$ cat src/logic/opc_pkg.sv
// operand collector definitions
`default_nettype none

package opc_pkg;

    localparam int num_threads = 4;
    localparam int xlen        = 32;
    localparam int num_regs    = 32;
    localparam int num_warps   = 4;
    localparam int num_banks   = 4;
    localparam int num_srcs    = 3;
    localparam int bank_depth  = 32;

    localparam int reg_bits  = $clog2(num_regs);
    localparam int bank_bits = $clog2(num_banks);

    typedef logic [reg_bits-1:0]             reg_num_t;
    typedef logic [$clog2(num_warps)-1:0]    warp_id_t;
    typedef logic [num_threads-1:0]          tmask_t;
    typedef logic [num_threads*xlen-1:0]     lane_vec_t;
    typedef logic [bank_bits-1:0]            bank_sel_t;
    typedef logic [$clog2(bank_depth)-1:0]   bank_addr_t;
    typedef logic [$clog2(num_srcs)-1:0]     src_idx_t;
    typedef logic [num_srcs-1:0]             src_mask_t;
    typedef logic [7:0]                      tag_t;

    typedef enum logic [1:0] {
        idle,
        read,
        drain
    } ctrl_state_t;

    typedef struct packed {
        warp_id_t warp;
        tmask_t   tmask;
        reg_num_t rd;
        reg_num_t rs1;
        reg_num_t rs2;
        reg_num_t rs3;
        tag_t     tag;
    } issue_req_t;

    typedef struct packed {
        warp_id_t  warp;
        tmask_t    tmask;
        reg_num_t  rd;
        lane_vec_t data;
    } wb_req_t;

    typedef struct packed {
        tag_t      tag;
        warp_id_t  warp;
        tmask_t    tmask;
        reg_num_t  rd;
        lane_vec_t rs1_data;
        lane_vec_t rs2_data;
        lane_vec_t rs3_data;
    } operands_t;

    typedef struct packed {
        logic       valid;
        bank_addr_t addr;
        src_idx_t   src;
    } bank_rd_t;

endpackage

`default_nettype wire

$ cat src/logic/bank_arbiter.sv
// bank conflict arbiter
`timescale 1ns/1ps
`default_nettype none

module bank_arbiter (
    input  wire opc_pkg::issue_req_t                       issue_req,
    input  wire opc_pkg::src_mask_t                        pending,
    output opc_pkg::bank_rd_t [opc_pkg::num_banks-1:0]     bank_rd,
    output opc_pkg::src_mask_t                             grant
);

    opc_pkg::reg_num_t [opc_pkg::num_srcs-1:0] src_reg;

    // slot 0 is rs1, so the lowest slot also has the highest priority
    assign src_reg = {issue_req.rs3, issue_req.rs2, issue_req.rs1};

    always_comb begin
        bank_rd = '0;
        grant   = '0;
        for (int b = 0; b < opc_pkg::num_banks; b++) begin
            for (int s = 0; s < opc_pkg::num_srcs; s++) begin
                // first pending source that maps here wins the bank
                if (pending[s] && !bank_rd[b].valid
                    && (src_reg[s][opc_pkg::bank_bits-1:0] == opc_pkg::bank_sel_t'(b))) begin
                    bank_rd[b].valid = 1'b1;
                    bank_rd[b].addr  = {issue_req.warp,
                                        src_reg[s][opc_pkg::reg_bits-1:opc_pkg::bank_bits]};
                    bank_rd[b].src   = opc_pkg::src_idx_t'(s);
                    grant[s]         = 1'b1;
                end
            end
        end
    end

endmodule

`default_nettype wire

$ cat config.mk
export PLATFORM = sky130hd
export DESIGN_NAME = bank_arbiter
export DESIGN_NICKNAME = d
export VERILOG_FILES = /design/src/logic/opc_pkg.sv /design/src/logic/bank_arbiter.sv
export SDC_FILE = /design/constraint.sdc
export NUM_CORES = 1
export LEC_CHECK = 0
export BUFFER_PORTS_ARGS = -buffer_cell sky130_fd_sc_hd__buf_4
export CORE_MARGIN = 2
export CORE_UTILIZATION = 41
export DETAILED_ROUTE_END_ITERATION = 8
export GPL_ROUTABILITY_DRIVEN = 0
export PLACE_DENSITY = 0.95
export SYNTH_ARGS = -nofsm -noshare
export SYNTH_HDL_FRONTEND = slang
export SYNTH_SLANG_ARGS = --single-unit
export TNS_END_PERCENT = 10
$ cat constraint.sdc
create_clock -name vclk -period 2.4
set_input_delay 0.24 -clock vclk [all_inputs]
set_output_delay 0.24 -clock vclk [all_outputs]
set_load 0.01 [all_outputs]
==> flow_summary.ini <==
[cts]
post-cts-setup-buffers = 0
ctsResizeCount = 0
hold_buffers = 0

[timing]
slew-limit-headroom_pct = 73.9
fmax_ghz = 0.689
post-route-worst-setup-slack_ps = 948
tightest_slew_ps = 390
final.setup.tns_ps = 0
fin_crit_ps = 1450
hold_violations = 0
grt_setup_unrepaired = false
finalSetupViolations = 0
fin_crit_sh_pct = 60.5
slew_viol_final = 0

[setup_path]
crit_type = in2out
worstPathCellList = buf_4 -> nand3b_2 -> mux2i_1 -> a21oi_1 -> buf_4
slowest_stage = nand3b_2
worstPathRequired_ps = 2160
crit_fanout = 7
setup.worst_path.end_class = output port
arrival_ps = 1210
cpLargestDelayFamily = simple AND/OR/NAND/NOR gates
crit_buf_inv = 2
critPathMostFrequentCell = buf_4
worst_setup_path_start_kind = primary input
max_stage_delay_ps = 310

[layout]
ff_latch_area_sq_um = 0
design.seq.count = 0
final_common_cell = buf_4
clock_buffers = 0
area_delta_synth_final_pct = 53.7
fillCellCount = 137
drive_gt1_share_pct = 49.3
n_antenna_cell = 0
fin_nets = 187
layout_common_cells = buf_4 (55), nor2_1 (14), a21oi_1 (12)

[routing]
top_layer = met4
dr_total_vias = 952
wl_met1_um = 970
wl_met3_um = 167
drtAntennaViolNets = 0
post_drt_wl_per_cell_um = 15.1
drt-pass1-iter-count = 4
drc = 0
dr_wl_met2_mm = 1.30
drt_iter0_drc = 39
viasPerCell = 5.80
wl_mm = 2.48

[synthesis]
synth.avg_cell_area_sq_um = 7.06
synth_seq_area_share_pct = 0
netlist-cell-type-count = 27
syn_area_sq_um = 706
synth_cells = 100
yosysWarnings = 0
syn_nets = 137

[floorplanning]
rows = 14
die_w_um = 45.5
ioPinCount = 72
start_util_pct = 45.3
dieArea_sq_mm = 0.00207
die_h_um = 45.5
core_sq_mm = 0.00156

[pwr]
leakage_nw = 0.614
peakVddDrop_uv = 107
cellPowerDensity_mw_per_mm2 = 196

[grt]
grt_pass1_vias = 852
grt_first_pass_wirelength_mm = 3.80
grt_start_max_net_pins = 11
grtUsageTotal_pct = 23.8
gr-total-overflow = 0
antenna_found_initial = 0

[hold_path]
hold_path_class = in2out

[placement]
portBuffers = 55
pre_cts_slack_ps = 943
dp_hpwl_mm = 2.01

[run]
maxCapViolCount = 0

[run_status]
status = completed
cell usage after synthesis, drive strengths merged:
master	number	area [sq um]
and4b	6	62.6
a31oi	4	25.0
mux2i	6	60.1
o2111ai	1	15.0
nand3b	8	87.6
nand3	12	75.1
and3	2	17.5
clkbuf	1	3.75
nor3b	3	43.8
or3b	2	22.5
xnor2	2	17.5
nor2	14	52.6
nand2	4	15.0
nor3	1	10.0
a21oi	12	60.1
nor2b	4	25.0
and2	7	43.8
inv	5	18.8
buf	6	50.0
per-layer routing:
metal,track usage (%),up-vias
li1,-,461
met1,31.3,443
met2,42.8,41
met3,0.794,7
met4,4.12,0
met5,0,-
kinds of logic (layout without fill, tap and decap cells):
| kind of cell | after synthesis | count (layout) | synth area share [%] |
|---|---|---|---|
| and+or+nand+nor | 63 | 63 | 64.5 |
| AOI/OAI and AO/OA | 17 | 17 | 14.2 |
| buffers and inverters | 12 | 60 | 10.3 |
| muxes | 6 | 6 | 8.51 |
| xor gates and xnor gates | 2 | 2 | 2.48 |
power by group:
part           internal [W]  total, W  switching (W)
Combinational      0.000108  0.000212       0.000104
Clock                     0         0              0
Sequential                0         0              0
through the flow:
| step | area (sq um) | power (W) | util, % | hold WS (ps) | std cells |
|---|---|---|---|---|---|
| 2_1_floorplan | 706 | 0.000108 | - | 613 | 100 |
| 3_3_place_gp | 1080 | 0.000204 | 69.6 | 720 | 164 |
| 3_5_place_dp | 1080 | 0.000210 | 69.6 | 727 | 164 |
| 4_1_cts | 1080 | 0.000211 | 69.6 | 726 | 164 |
| 5_1_grt | 1080 | 0.000227 | 69.6 | 741 | 164 |
| 6_report | 1080 | 0.000212 | 69.6 | 726 | 164 |
area by class of cell:
cell class                      instances  area (sq um)  area share, %
Tap cell                               16          20.0           1.85
Timing Repair Buffer                   55           413           38.1
Inverter                                5          18.8           1.73
Multi-Input combinational cell         88           633           58.4
final timing paths:
path                  slack (ps)     startpoint  cells past startpoint     endpoint
worst max-delay path         950  issue_req[14]                      5  bank_rd[11]
worst min-delay path         730     pending[0]                      2     grant[0]
Note: power is estimated with default switching activity, not from simulation.
