[config.mk]
export PLATFORM = sky130hd
export DESIGN_NAME = collect_ctrl
export DESIGN_NICKNAME = d
export VERILOG_FILES = /design/src/logic/opc_pkg.sv /design/src/logic/collect_ctrl.sv
export SDC_FILE = /design/constraint.sdc
export NUM_CORES = 1
export LEC_CHECK = 0
export BUFFER_PORTS_ARGS = -buffer_cell sky130_fd_sc_hd__buf_2
export CORE_AREA = 3 3 40 42
export CTS_BUF_LIST = sky130_fd_sc_hd__clkbuf_8
export DETAILED_ROUTE_END_ITERATION = 7
export DIE_AREA = 0 0 43 45
export PLACE_DENSITY_LB_ADDON = 0.05
export SLEW_MARGIN = 0
export SYNTH_ARGS = -nofsm -noshare
export SYNTH_HDL_FRONTEND = slang
export SYNTH_SLANG_ARGS = --single-unit
[constraint.sdc]
create_clock -name clk -period 2.45 [get_ports clk]
set_clock_uncertainty 0.1 [all_clocks]
set_input_delay 0.1225 -clock clk [delete_from_list [all_inputs] [get_ports clk]]
set_output_delay 0.1225 -clock clk [all_outputs]
set_load 0.01 [all_outputs]
[src/logic/opc_pkg.sv]
// operand collector definitions
`default_nettype none

package opc_pkg;

    localparam int num_threads = 4;
    localparam int xlen        = 32;
    localparam int num_regs    = 32;
    localparam int num_warps   = 4;
    localparam int num_banks   = 4;
    localparam int num_srcs    = 3;
    localparam int bank_depth  = 32;

    localparam int reg_bits  = $clog2(num_regs);
    localparam int bank_bits = $clog2(num_banks);

    typedef logic [reg_bits-1:0]             reg_num_t;
    typedef logic [$clog2(num_warps)-1:0]    warp_id_t;
    typedef logic [num_threads-1:0]          tmask_t;
    typedef logic [num_threads*xlen-1:0]     lane_vec_t;
    typedef logic [bank_bits-1:0]            bank_sel_t;
    typedef logic [$clog2(bank_depth)-1:0]   bank_addr_t;
    typedef logic [$clog2(num_srcs)-1:0]     src_idx_t;
    typedef logic [num_srcs-1:0]             src_mask_t;
    typedef logic [7:0]                      tag_t;

    typedef enum logic [1:0] {
        idle,
        read,
        drain
    } ctrl_state_t;

    typedef struct packed {
        warp_id_t warp;
        tmask_t   tmask;
        reg_num_t rd;
        reg_num_t rs1;
        reg_num_t rs2;
        reg_num_t rs3;
        tag_t     tag;
    } issue_req_t;

    typedef struct packed {
        warp_id_t  warp;
        tmask_t    tmask;
        reg_num_t  rd;
        lane_vec_t data;
    } wb_req_t;

    typedef struct packed {
        tag_t      tag;
        warp_id_t  warp;
        tmask_t    tmask;
        reg_num_t  rd;
        lane_vec_t rs1_data;
        lane_vec_t rs2_data;
        lane_vec_t rs3_data;
    } operands_t;

    typedef struct packed {
        logic       valid;
        bank_addr_t addr;
        src_idx_t   src;
    } bank_rd_t;

endpackage

`default_nettype wire

[src/logic/collect_ctrl.sv]
// operand collector control
`timescale 1ns/1ps
`default_nettype none

module collect_ctrl (
    input  wire                      clk,
    input  wire                      reset,
    input  wire                      issue_valid,
    input  wire opc_pkg::issue_req_t issue_req,
    output logic                     issue_ready,
    output opc_pkg::src_mask_t       pending,
    input  wire opc_pkg::src_mask_t  grant,
    output logic                     rd_en,
    output logic                     load_out,
    output logic                     out_valid,
    input  wire                      out_ready
);

    opc_pkg::ctrl_state_t state;
    opc_pkg::ctrl_state_t state_next;
    opc_pkg::src_mask_t   src_valid;
    opc_pkg::src_mask_t   fetched;
    opc_pkg::src_mask_t   fetched_next;
    logic                 out_full;
    logic                 stall;

    // register 0 is hardwired to zero and never needs a bank read
    assign src_valid = {issue_req.rs3 != '0, issue_req.rs2 != '0, issue_req.rs1 != '0};
    assign pending   = src_valid & ~fetched;

    // a held result blocks new reads until the consumer takes it
    assign stall = out_valid && !out_ready;
    assign rd_en = issue_valid && !stall;

    // accept once every remaining source gets its bank in this cycle
    assign issue_ready = rd_en && ((pending & ~grant) == '0);

    // drain is the cycle where the last read returns and the output loads
    assign load_out  = (state == opc_pkg::drain);
    assign out_valid = load_out || out_full;

    always_comb begin
        fetched_next = fetched;
        if (issue_ready) begin
            fetched_next = '0;
        end else if (rd_en) begin
            fetched_next = fetched | grant;
        end

        if (issue_ready) begin
            state_next = opc_pkg::drain;
        end else if (fetched_next != '0) begin
            state_next = opc_pkg::read;
        end else begin
            state_next = opc_pkg::idle;
        end
    end

    always_ff @(posedge clk) begin
        if (reset) begin
            state    <= opc_pkg::idle;
            fetched  <= '0;
            out_full <= 1'b0;
        end else begin
            state    <= state_next;
            fetched  <= fetched_next;
            out_full <= stall;
        end
    end

    // the arbiter may only grant sources that are still pending
    grant_in_pending: assert property (@(posedge clk) disable iff (reset)
        (grant & ~pending) == '0);

    out_valid_held: assert property (@(posedge clk) disable iff (reset)
        out_valid && !out_ready |=> out_valid);

endmodule

`default_nettype wire

==> summary.md <==
| Metric | Value |
|---|---|
| DIE AREA | 1940 sq um |
| Max Fclk | 589 MHz |
| Final net count | 111 |
| Total GRT Usage | 8.85% |
| Mapped cell area | 310 sq um |
| First-pass GRT wire length | 1240 um |
| Number of global-route vias before repair | 320 |
| Cell Pwr Density | 613 nW/um^2 |
| Status | finished, final reports clean |
| Critical-path cell list | dlygate4sd3_1, buf_2, nand2_1, o21ai_2, nor4b_4, buf_2 |
| Slew @ Worst Pin | 0.483 ns |
| Pins over their slew limit | 0 |
| CTS clk-pin slew, worst paths | 0.03 ns |
| Via/cell ratio | 4.61 |
| Startpoint Class | input port |
| Cell variety after synth | 14 |
| Number of buffers added for setup after CTS | 0 |
| Max VDD drop | 0.000223 V |
| DIE HEIGHT | 45 um |
| CP bufs+invs | 3 |
| Initial Util | 24.1% |
| Die W | 43 um |
| Seq/Total Area, Yosys | 38.7% |
| Hold Crit Class | in2reg |
| Final RePlAce weighted congestion | 0.686 |
| Post-DP HPWL | 682 um |
| Fin crit period | 1.70 ns |
| Pre-Repair DR Iteration Count | 2 |
| Final WL | 835 um |
| Worst endpoint data arrival time | 1.48 ns |
| Unrepaired setup endpoints after global routing | false |
| Area of the core | 1280 sq um |
| Largest area contributor in the netlist | dfxtp_1 |
| Most used cell, CP | buf_2 |
| Synth Area per Inst | 8.62 sq um |
| Syn. warnings | 0 |
| WP data required | 2.23 ns |
| Worst-Skew Late Latency | 0.22 ns |
| CP max stage delay | 0.52 ns |
| # diodes | 0 |
| Crit. End Element | output pin |
| Gr ovfl total | 0 |
| Remaining antenna violation count | 0 |
| Max FO, Critical Path | 7 |
| Max-cap viol count | 0 |
| Yosys reg bits | 6 |
| H-tree levels | 1 |
| Share of the synthesized area in the top cell type | 38.7% |
| CTS Buf Count | 3 |
| DRC Markers | 0 |
| Vias | 383 |
| Final hold viol count | 0 |
| Clock root buffer | clkbuf_8 |
| Routed wire length per instance | 10.1 um |
| Layout cell share with drive strength beyond 1 | 50.0% |
| Slowest cell on the critical path | dlygate4sd3_1 |
| Final period util | 69.4% |
| Post-Syn Instances | 36 |
| Final setup vio count | 0 |
| Synth area leaders | dfxtp_1 (39%), nor3_1 (11%), a21oi_1 (9.7%), nor4b_4 (7.7%), a211oi_1 (7.3%) |
| PostCTS Resize Cnt | 0 |
| CP Class | in2out |
| Initial DRC Count | 4 |
| Clock buffer depth | 2 |
| I/O pin count | 48 |
| CTS Sinks | 6 |
| Top Family by Delay on Critical Path | buffers and inverters |
| TritonCTS clock tree | done |
| Largest net degree at the start of global routing | 8 |
| Initial antenna violation count | 0 |
| Pleak | 0.243 nW |
| Slew headroom | 67.6% |
| Final Power | 0.319 mW |
| Syn Nets | 77 |
| Layout area overhead | 67.7% |
| # hold bufs at CTS | 1 |
| Num rows | 13 |
| Buffers added on ports | 28 |
| TNS Setup | 0 ns |
-- Yosys cell counts, drive strengths merged --
| library cell | count |
|---|---|
| nor3 | 7 |
| a21oi | 6 |
| dfxtp | 6 |
| a211oi | 3 |
| nor2 | 3 |
| nor2b | 2 |
| nor3b | 2 |
| a2111oi | 1 |
| nand2 | 1 |
| nand2b | 1 |
| nor4b | 1 |
| o21ai | 1 |
| or2 | 1 |
| or3 | 1 |
-- stage by stage --
step / instances / hold WS, ns / utilization, % / instance area, sq um / setup WS (ns)
2_1_floorplan: 36 / 0.0941 / - / 310 / 1.01
3_5_place_dp: 79 / 0.210 / 36.5 / 469 / 0.964
6_report: 83 / 0.0565 / 40.5 / 520 / 0.751
5_1_grt: 83 / 0.0755 / 40.5 / 520 / 0.668
4_1_cts: 83 / 0.0605 / 40.5 / 520 / 0.729
3_3_place_gp: 79 / 0.213 / 36.5 / 469 / 0.947
-- path summary, 6_finish.rpt --
check                                 from  cells past startpoint  slack [ns]     endpoint
worst max-delay path             out_ready                      6        0.75  issue_ready
worst min-delay path                 reset                      2        0.06     state[1]
worst max register to register    state[1]                      4        1.07     state[1]
worst min register to register  fetched[2]                      2        0.44   fetched[2]
-- layer usage --
layer / track usage (%) / part of all wire [%]
met1: 10.2 / 42
met2: 13.8 / 42
met3: 4.78 / 16
met4: 3.61 / 0
met5: 0 / 0
-- cells by family (layout without fill, tap and decap cells) --
logic type | after synthesis | in the layout | synth area share [%]
AND/OR/NAND/NOR | 19 | 19 | 38.7
AO/OA/AOI/OAI | 11 | 11 | 22.6
buffers and inverters | 0 | 32 | 0
flip-flops | 6 | 6 | 38.7
-- power breakdown --
| group | internal [mW] | switching [mW] | total, mW |
|---|---|---|---|
| registers | 0.106 | 0.00493 | 0.111 |
| logic | 0.0338 | 0.0317 | 0.0655 |
| clock network | 0.105 | 0.0379 | 0.143 |
| total | 0.245 | 0.0745 | 0.319 |
-- flip-flops by register name, summed over array words and instances, names as in the netlist --
register and flops:
state 2, out_full 1, fetched 3
-- placed cells by master, fill, tap and decap left out --
cell / netlist / routed
nor3_1: 7 / 7
nand2_1: 1 / 1
or3_1: 1 / 1
nor2_1: 3 / 3
o21ai_2: 1 / 1
or2_2: 1 / 1
dfxtp_1: 6 / 6
a211oi_1: 3 / 3
buf_2: 0 / 28
nor2b_1: 2 / 2
clkbuf_8: 0 / 3
nor3b_1: 2 / 2
nand2b_1: 1 / 1
a2111oi_0: 1 / 1
nor4b_4: 1 / 1
a21oi_1: 6 / 6
dlygate4sd3_1: 0 / 1
-- area by class of cell --
| type | count | area, sq um |
|---|---|---|
| fill | 143 | 764 |
| timing repair buffer | 29 | 150 |
| clock buffer | 3 | 41.3 |
| sequential | 6 | 120 |
| multi-input combinational | 30 | 190 |
| tap | 15 | 18.8 |
Note: power is estimated with default switching activity, not from simulation.
