$ cat src/logic/opc_pkg.sv
// operand collector definitions
`default_nettype none

package opc_pkg;

    localparam int num_threads = 4;
    localparam int xlen        = 32;
    localparam int num_regs    = 32;
    localparam int num_warps   = 4;
    localparam int num_banks   = 4;
    localparam int num_srcs    = 3;
    localparam int bank_depth  = 32;

    localparam int reg_bits  = $clog2(num_regs);
    localparam int bank_bits = $clog2(num_banks);

    typedef logic [reg_bits-1:0]             reg_num_t;
    typedef logic [$clog2(num_warps)-1:0]    warp_id_t;
    typedef logic [num_threads-1:0]          tmask_t;
    typedef logic [num_threads*xlen-1:0]     lane_vec_t;
    typedef logic [bank_bits-1:0]            bank_sel_t;
    typedef logic [$clog2(bank_depth)-1:0]   bank_addr_t;
    typedef logic [$clog2(num_srcs)-1:0]     src_idx_t;
    typedef logic [num_srcs-1:0]             src_mask_t;
    typedef logic [7:0]                      tag_t;

    typedef enum logic [1:0] {
        idle,
        read,
        drain
    } ctrl_state_t;

    typedef struct packed {
        warp_id_t warp;
        tmask_t   tmask;
        reg_num_t rd;
        reg_num_t rs1;
        reg_num_t rs2;
        reg_num_t rs3;
        tag_t     tag;
    } issue_req_t;

    typedef struct packed {
        warp_id_t  warp;
        tmask_t    tmask;
        reg_num_t  rd;
        lane_vec_t data;
    } wb_req_t;

    typedef struct packed {
        tag_t      tag;
        warp_id_t  warp;
        tmask_t    tmask;
        reg_num_t  rd;
        lane_vec_t rs1_data;
        lane_vec_t rs2_data;
        lane_vec_t rs3_data;
    } operands_t;

    typedef struct packed {
        logic       valid;
        bank_addr_t addr;
        src_idx_t   src;
    } bank_rd_t;

endpackage

`default_nettype wire

$ cat src/logic/operand_gather.sv
// operand gather and output register
`timescale 1ns/1ps
`default_nettype none

module operand_gather (
    input  wire                                              clk,
    input  wire                                              reset,
    input  wire opc_pkg::bank_rd_t [opc_pkg::num_banks-1:0]  bank_rd,
    input  wire                                              rd_en,
    input  wire opc_pkg::lane_vec_t [opc_pkg::num_banks-1:0] rd_data,
    input  wire opc_pkg::issue_req_t                         issue_req,
    input  wire                                              issue_fire,
    input  wire                                              load_out,
    input  wire                                              out_ready,
    output opc_pkg::operands_t                               out_data
);

    logic [opc_pkg::num_banks-1:0]             rd_vld_q;
    opc_pkg::src_idx_t [opc_pkg::num_banks-1:0] rd_src_q;
    opc_pkg::lane_vec_t [opc_pkg::num_srcs-1:0] part_q;
    opc_pkg::lane_vec_t [opc_pkg::num_srcs-1:0] part_m;
    opc_pkg::tag_t                             tag_q;
    opc_pkg::warp_id_t                         warp_q;
    opc_pkg::tmask_t                           tmask_q;
    opc_pkg::reg_num_t                         rd_q;
    opc_pkg::operands_t                        out_m;
    opc_pkg::operands_t                        out_q;

    // routing travels alongside the one-cycle bank read
    always_ff @(posedge clk) begin
        if (reset) begin
            rd_vld_q <= '0;
        end else begin
            for (int b = 0; b < opc_pkg::num_banks; b++) begin
                rd_vld_q[b] <= rd_en && bank_rd[b].valid;
            end
        end
        for (int b = 0; b < opc_pkg::num_banks; b++) begin
            rd_src_q[b] <= bank_rd[b].src;
        end
    end

    always_comb begin
        part_m = part_q;
        for (int b = 0; b < opc_pkg::num_banks; b++) begin
            for (int s = 0; s < opc_pkg::num_srcs; s++) begin
                if (rd_vld_q[b] && (rd_src_q[b] == opc_pkg::src_idx_t'(s))) begin
                    part_m[s] = rd_data[b];
                end
            end
        end
    end

    // partial operands start from zero for each instruction
    always_ff @(posedge clk) begin
        if (reset || load_out) begin
            part_q <= '0;
        end else begin
            part_q <= part_m;
        end
    end

    always_ff @(posedge clk) begin
        if (issue_fire) begin
            tag_q   <= issue_req.tag;
            warp_q  <= issue_req.warp;
            tmask_q <= issue_req.tmask;
            rd_q    <= issue_req.rd;
        end
    end

    always_comb begin
        out_m.tag      = tag_q;
        out_m.warp     = warp_q;
        out_m.tmask    = tmask_q;
        out_m.rd       = rd_q;
        out_m.rs1_data = part_m[0];
        out_m.rs2_data = part_m[1];
        out_m.rs3_data = part_m[2];
    end

    // only a result that is not taken right away needs holding
    always_ff @(posedge clk) begin
        if (load_out && !out_ready) begin
            out_q <= out_m;
        end
    end

    assign out_data = load_out ? out_m : out_q;

endmodule

`default_nettype wire

$ cat config.mk
export PLATFORM = sky130hd
export DESIGN_NAME = operand_gather
export DESIGN_NICKNAME = d
export VERILOG_FILES = /design/src/logic/opc_pkg.sv /design/src/logic/operand_gather.sv
export SDC_FILE = /design/constraint.sdc
export NUM_CORES = 2
export LEC_CHECK = 0
export BUFFER_PORTS_ARGS = -buffer_cell sky130_fd_sc_hd__buf_2
export CORE_MARGIN = 2
export CORE_UTILIZATION = 30
export DETAILED_ROUTE_END_ITERATION = 10
export PLACE_DENSITY_LB_ADDON = 0.25
export SETUP_SLACK_MARGIN = 0.15
export SLEW_MARGIN = 15
export SYNTH_ARGS = -nofsm -noshare
export SYNTH_HDL_FRONTEND = slang
export SYNTH_SLANG_ARGS = --single-unit
export TNS_END_PERCENT = 20
$ cat constraint.sdc
create_clock -name clk -period 20.1 [get_ports clk]
set_input_delay 3.015 -clock clk [delete_from_list [all_inputs] [get_ports clk]]
set_output_delay 3.015 -clock clk [all_outputs]
set_load 0.05 [all_outputs]
==> summary.txt <==
Critical path
  – Kind of critical path: in2out
  – CP max stage delay: approximately 890 ps
  – Worst Setup Start Kind: primary input
  – Worst-case reg-to-reg path depth: 7
  – Logic depth of the worst setup path including buffers: 8
  – Nature of the critical path endpoint: output port
  – Most prevalent standard cell on the critical path: sky130_fd_sc_hd__buf_4
  – WP buf/inv: 5
  – Critical path, cell by cell: buf_8 > inv_8 > nor2_1 > nand2_4 > buf_4 > buf_4 > o21ai_0 > buf_2
  – Worst Path Arrival: 7060 ps
  – Highest-delay cell along the critical path: sky130_fd_sc_hd__buf_4
  – Worst-path maximum fanout: 75
  – Family of cells with the greatest summed delay on the critical path: buffers and inverters
  – Worst Path Required: about 17000 ps

Synthesis
  – FF+latch count, synth: between 800 and 900
  – Multiplexer share of the synthesized area: less than 1%
  – Cell variety after synth: 43
  – Net Count, Synth: between 6k and 7k
  – Share of synthesized area occupied by flip-flops and latches: ~37%
  – Post-synthesis adder-cell area fraction: 0%
  – Post-synthesis async set-or-reset flop share: 0%
  – Xor and xnor area share after synthesis: 0%
  – Synthesized area: 56340 um2
  – Post-Syn Instances: roughly 6.3k
  – Dominant register cell in the synthesized netlist: sky130_fd_sc_hd__edfxtp_1
  – Syn avg cell area: 8.999 um2
  – Number of flops mapped to enable cells by yosys: between 400 and 500
  – Dominant combinational cell family by area after synthesis: compound AO/OA/AOI/OAI gates
  – Synth Area in Simple Gates: between 20% and 30%
  – Number of warning messages in the yosys log: 0
  – Complex-gate fraction of the synthesized area: about a third

Clock network
  – Sinks on Clock Net: 818
  – Clock latency reported for the late side of the worst-skew pair: slightly below 800 ps
  – Maximum buffer depth of the clock tree: 3
  – Root buf cell: sky130_fd_sc_hd__clkbuf_16
  – H-Tree Depth: 3
  – TritonCTS Buffers: around 110
  – Clock tree from TritonCTS: built
  – Post-CTS Hold Fix Bufs: 0
  – Post-CTS setup-driven buffer insertion count: 0
  – Worst-path clk slew: 60 ps
  – Post-cts sizing count: 0

Power
  – Worst vdd rail ir drop: approximately 0.07 mV
  – Switching power as a share of total power: 33.21%
  – Power per Cell Area: between 70 and 80 nW/um2
  – Combinational cell fraction of total power: approximately a fifth
  – Part of the power in registers: between 30% and 40%
  – Static Leak: between 20 and 30 nW
  – Sw power: between 1.5 and 2 mW
  – Cell-internal power: approximately 3.2 mW
  – Share of power burned in the clock network: around two fifths

Place
  – Port-buffer cells: between 900 and 1k
  – Pre-CTS setup slack: between 10000 and 15000 ps
  – HPWL Detailed: about 170000 um
  – Final estimated routing congestion in global placement: roughly 0.85

Timing
  – Setup repair after global routing missed its margin: no
  – Total Negative Setup Slacks: 0 ps
  – Tmin final: 10070 ps
  – Number of max-slew violations in the final report: 0
  – Tightest slew margin relative to the limit: ~20%
  – Min setup slack post-route: roughly 10000 ps
  – Achievable Freq: roughly 0.099 GHz
  – Worst Clk Skew: about 31 ps
  – # setup viols final: 0
  – Share of the clock period used by the worst path: 50.10%
  – Worst Tran Pin Value: around 1200 ps
  – Worst hold margin: approximately 440 ps
  – Final count of hold timing violations: 0

Global route
  – Vias in the first global route: approximately 57k
  – Initial antenna violation count: 130
  – Wire length of the first global-routing pass: about 420000 um
  – Overall fraction of global-route tracks in use: between 20 and 30%
  – Remaining global-route overflow: 0
  – Pin count of the biggest net entering global routing: between 150 and 200

Floorplanning
  – Area enclosed by the die boundary: about 190000 um2
  – Cell Rows: 159
  – Effective utilization at floorplan: 30.09%
  – Die Span X: 437.3 um
  – Boundary Pins: between 900 and 1k
  – Core area: 187200 um2
  – Die height: roughly 440 um

Min path
  – Hold Path Depth: 0
  – Path class of the lowest-slack min-delay path: reg2reg

Status
  – Outcome: complete, no violations

Drt
  – DRC: 0
  – WL per Instance: 31.96 um
  – Drt first pass iters: 6
  – Total wire length after detailed routing: around 300000 um
  – First-iteration detailed-routing DRC count: between 7k and 8k
  – Total number of vias: ~60k
  – Via density per instance: around 6.5
  – Detail Route Antenna Nets: 0

Flow run
  – Total of max-cap violations: 0

Layout
  – Layout overhead on the synthesized area: 17.30%
  – Post-layout nets: slightly above 7k
  – Layout cells sized above 1: a little over a fifth
-- state kept, by name, summed over array words and instances, names as in the netlist --
signal	count
rd_vld_q	4
out_q	403
warp_q	2
tag_q	8
rd_src_q	8
rd_q	5
tmask_q	4
part_q	384
-- cell families (layout without fill, tap and decap cells) --
group / after synthesis / count (layout)
buffers and inverters: 1023 / 1536
DFF: 818 / 818
AOI/OAI and AO/OA: 2310 / 2310
muxes: 19 / 19
and+or+nand+nor: 2090 / 2090
other: 0 / 103
-- metal layers --
metal	wire (um)	global-route usage, %	vias to the layer above	part of all wire (%)
met5	408	0	-	0.14
met4	16700	16.79	64	5.6
met3	30200	7.174	883	10
met2	133600	45.20	4038	45
met1	118600	37.83	30204	40
li1	-	-	25658	-
-- final timing paths --
check | from | to | slack, ps
hold / removal | warp_q[0] | out_q[393] | 440
setup / recovery | load_out | out_data[339] | 10030
setup reg to reg | rd_src_q[1] | part_q[257] | 15130
hold reg to reg | warp_q[0] | out_q[393] | 440
-- through the flow --
step	utilization, %	instance area [um2]	total power, mW	std cells
2_1_floorplan	-	56340	2.476	6260
3_3_place_gp	33.35	62430	2.850	9072
3_5_place_dp	33.35	62430	2.855	9072
4_1_cts	35.16	65820	4.773	9268
5_1_grt	35.25	66000	4.894	9338
6_report	35.30	66080	4.772	9371
-- layout by cell type (no fill, tap or decap), types with 79 or more instances in the layout --
cell and instances:
sky130_fd_sc_hd__inv_1 257, sky130_fd_sc_hd__nor2_1 388, sky130_fd_sc_hd__nand2b_1 128, sky130_fd_sc_hd__a221o_1 252
sky130_fd_sc_hd__o211ai_1 256, sky130_fd_sc_hd__buf_2 950, sky130_fd_sc_hd__and4b_1 256, sky130_fd_sc_hd__or3_1 128
sky130_fd_sc_hd__edfxtp_1 422, sky130_fd_sc_hd__nor2b_1 253, sky130_fd_sc_hd__a221oi_1 252, sky130_fd_sc_hd__nand4bb_1 79
sky130_fd_sc_hd__and3_1 256, sky130_fd_sc_hd__a211oi_1 256, sky130_fd_sc_hd__o21ai_0 597, sky130_fd_sc_hd__o211a_1 128
sky130_fd_sc_hd__clkbuf_16 107, sky130_fd_sc_hd__and2_1 256, sky130_fd_sc_hd__o221a_2 124, sky130_fd_sc_hd__buf_4 120
sky130_fd_sc_hd__dfxtp_1 389, sky130_fd_sc_hd__a21oi_1 138, sky130_fd_sc_hd__nand4b_1 128, sky130_fd_sc_hd__nand2_1 134
sky130_fd_sc_hd__o221a_1 128, sky130_fd_sc_hd__a41oi_1 128, sky130_fd_sc_hd__diode_2 103
-- Yosys cell counts, drive strengths merged (138+ instances only) --
master	count	share of area, %
and3	257	2.9
a21oi	138	1.2
o211ai	256	3.4
a211oi	256	3.4
nor2	391	2.6
o21ai	640	5.7
inv	258	1.7
dfxtp	396	14
a221o	252	4.5
and4b	256	4.5
a221oi	252	3.9
edfxtp	422	22
and2	256	2.8
o221a	252	5.0
clkbuf	646	4.3
nor2b	254	2.8
-- final cells by class --
type / instances / area [um2]
inverter: 258 / 975.9
timing repair buffer: 1082 / 5891
clock buffer: 158 / 3069
tap: 2495 / 3122
fill: 19420 / 121100
antenna: 103 / 257.7
sequential: 818 / 20630
clock inverter: 38 / 326.6
multi-input combinational: 4419 / 31810
-- power groups by stage --
stage,Combinational (mW),Sequential [mW],Clock [mW]
2_1_floorplan,0.591,1.89,0
3_3_place_gp,0.964,1.89,0
3_5_place_dp,0.968,1.89,0
4_1_cts,0.970,1.85,1.95
5_1_grt,1.03,1.86,2.01
6_report,0.990,1.85,1.93
Note: power is estimated with default switching activity, not from simulation.
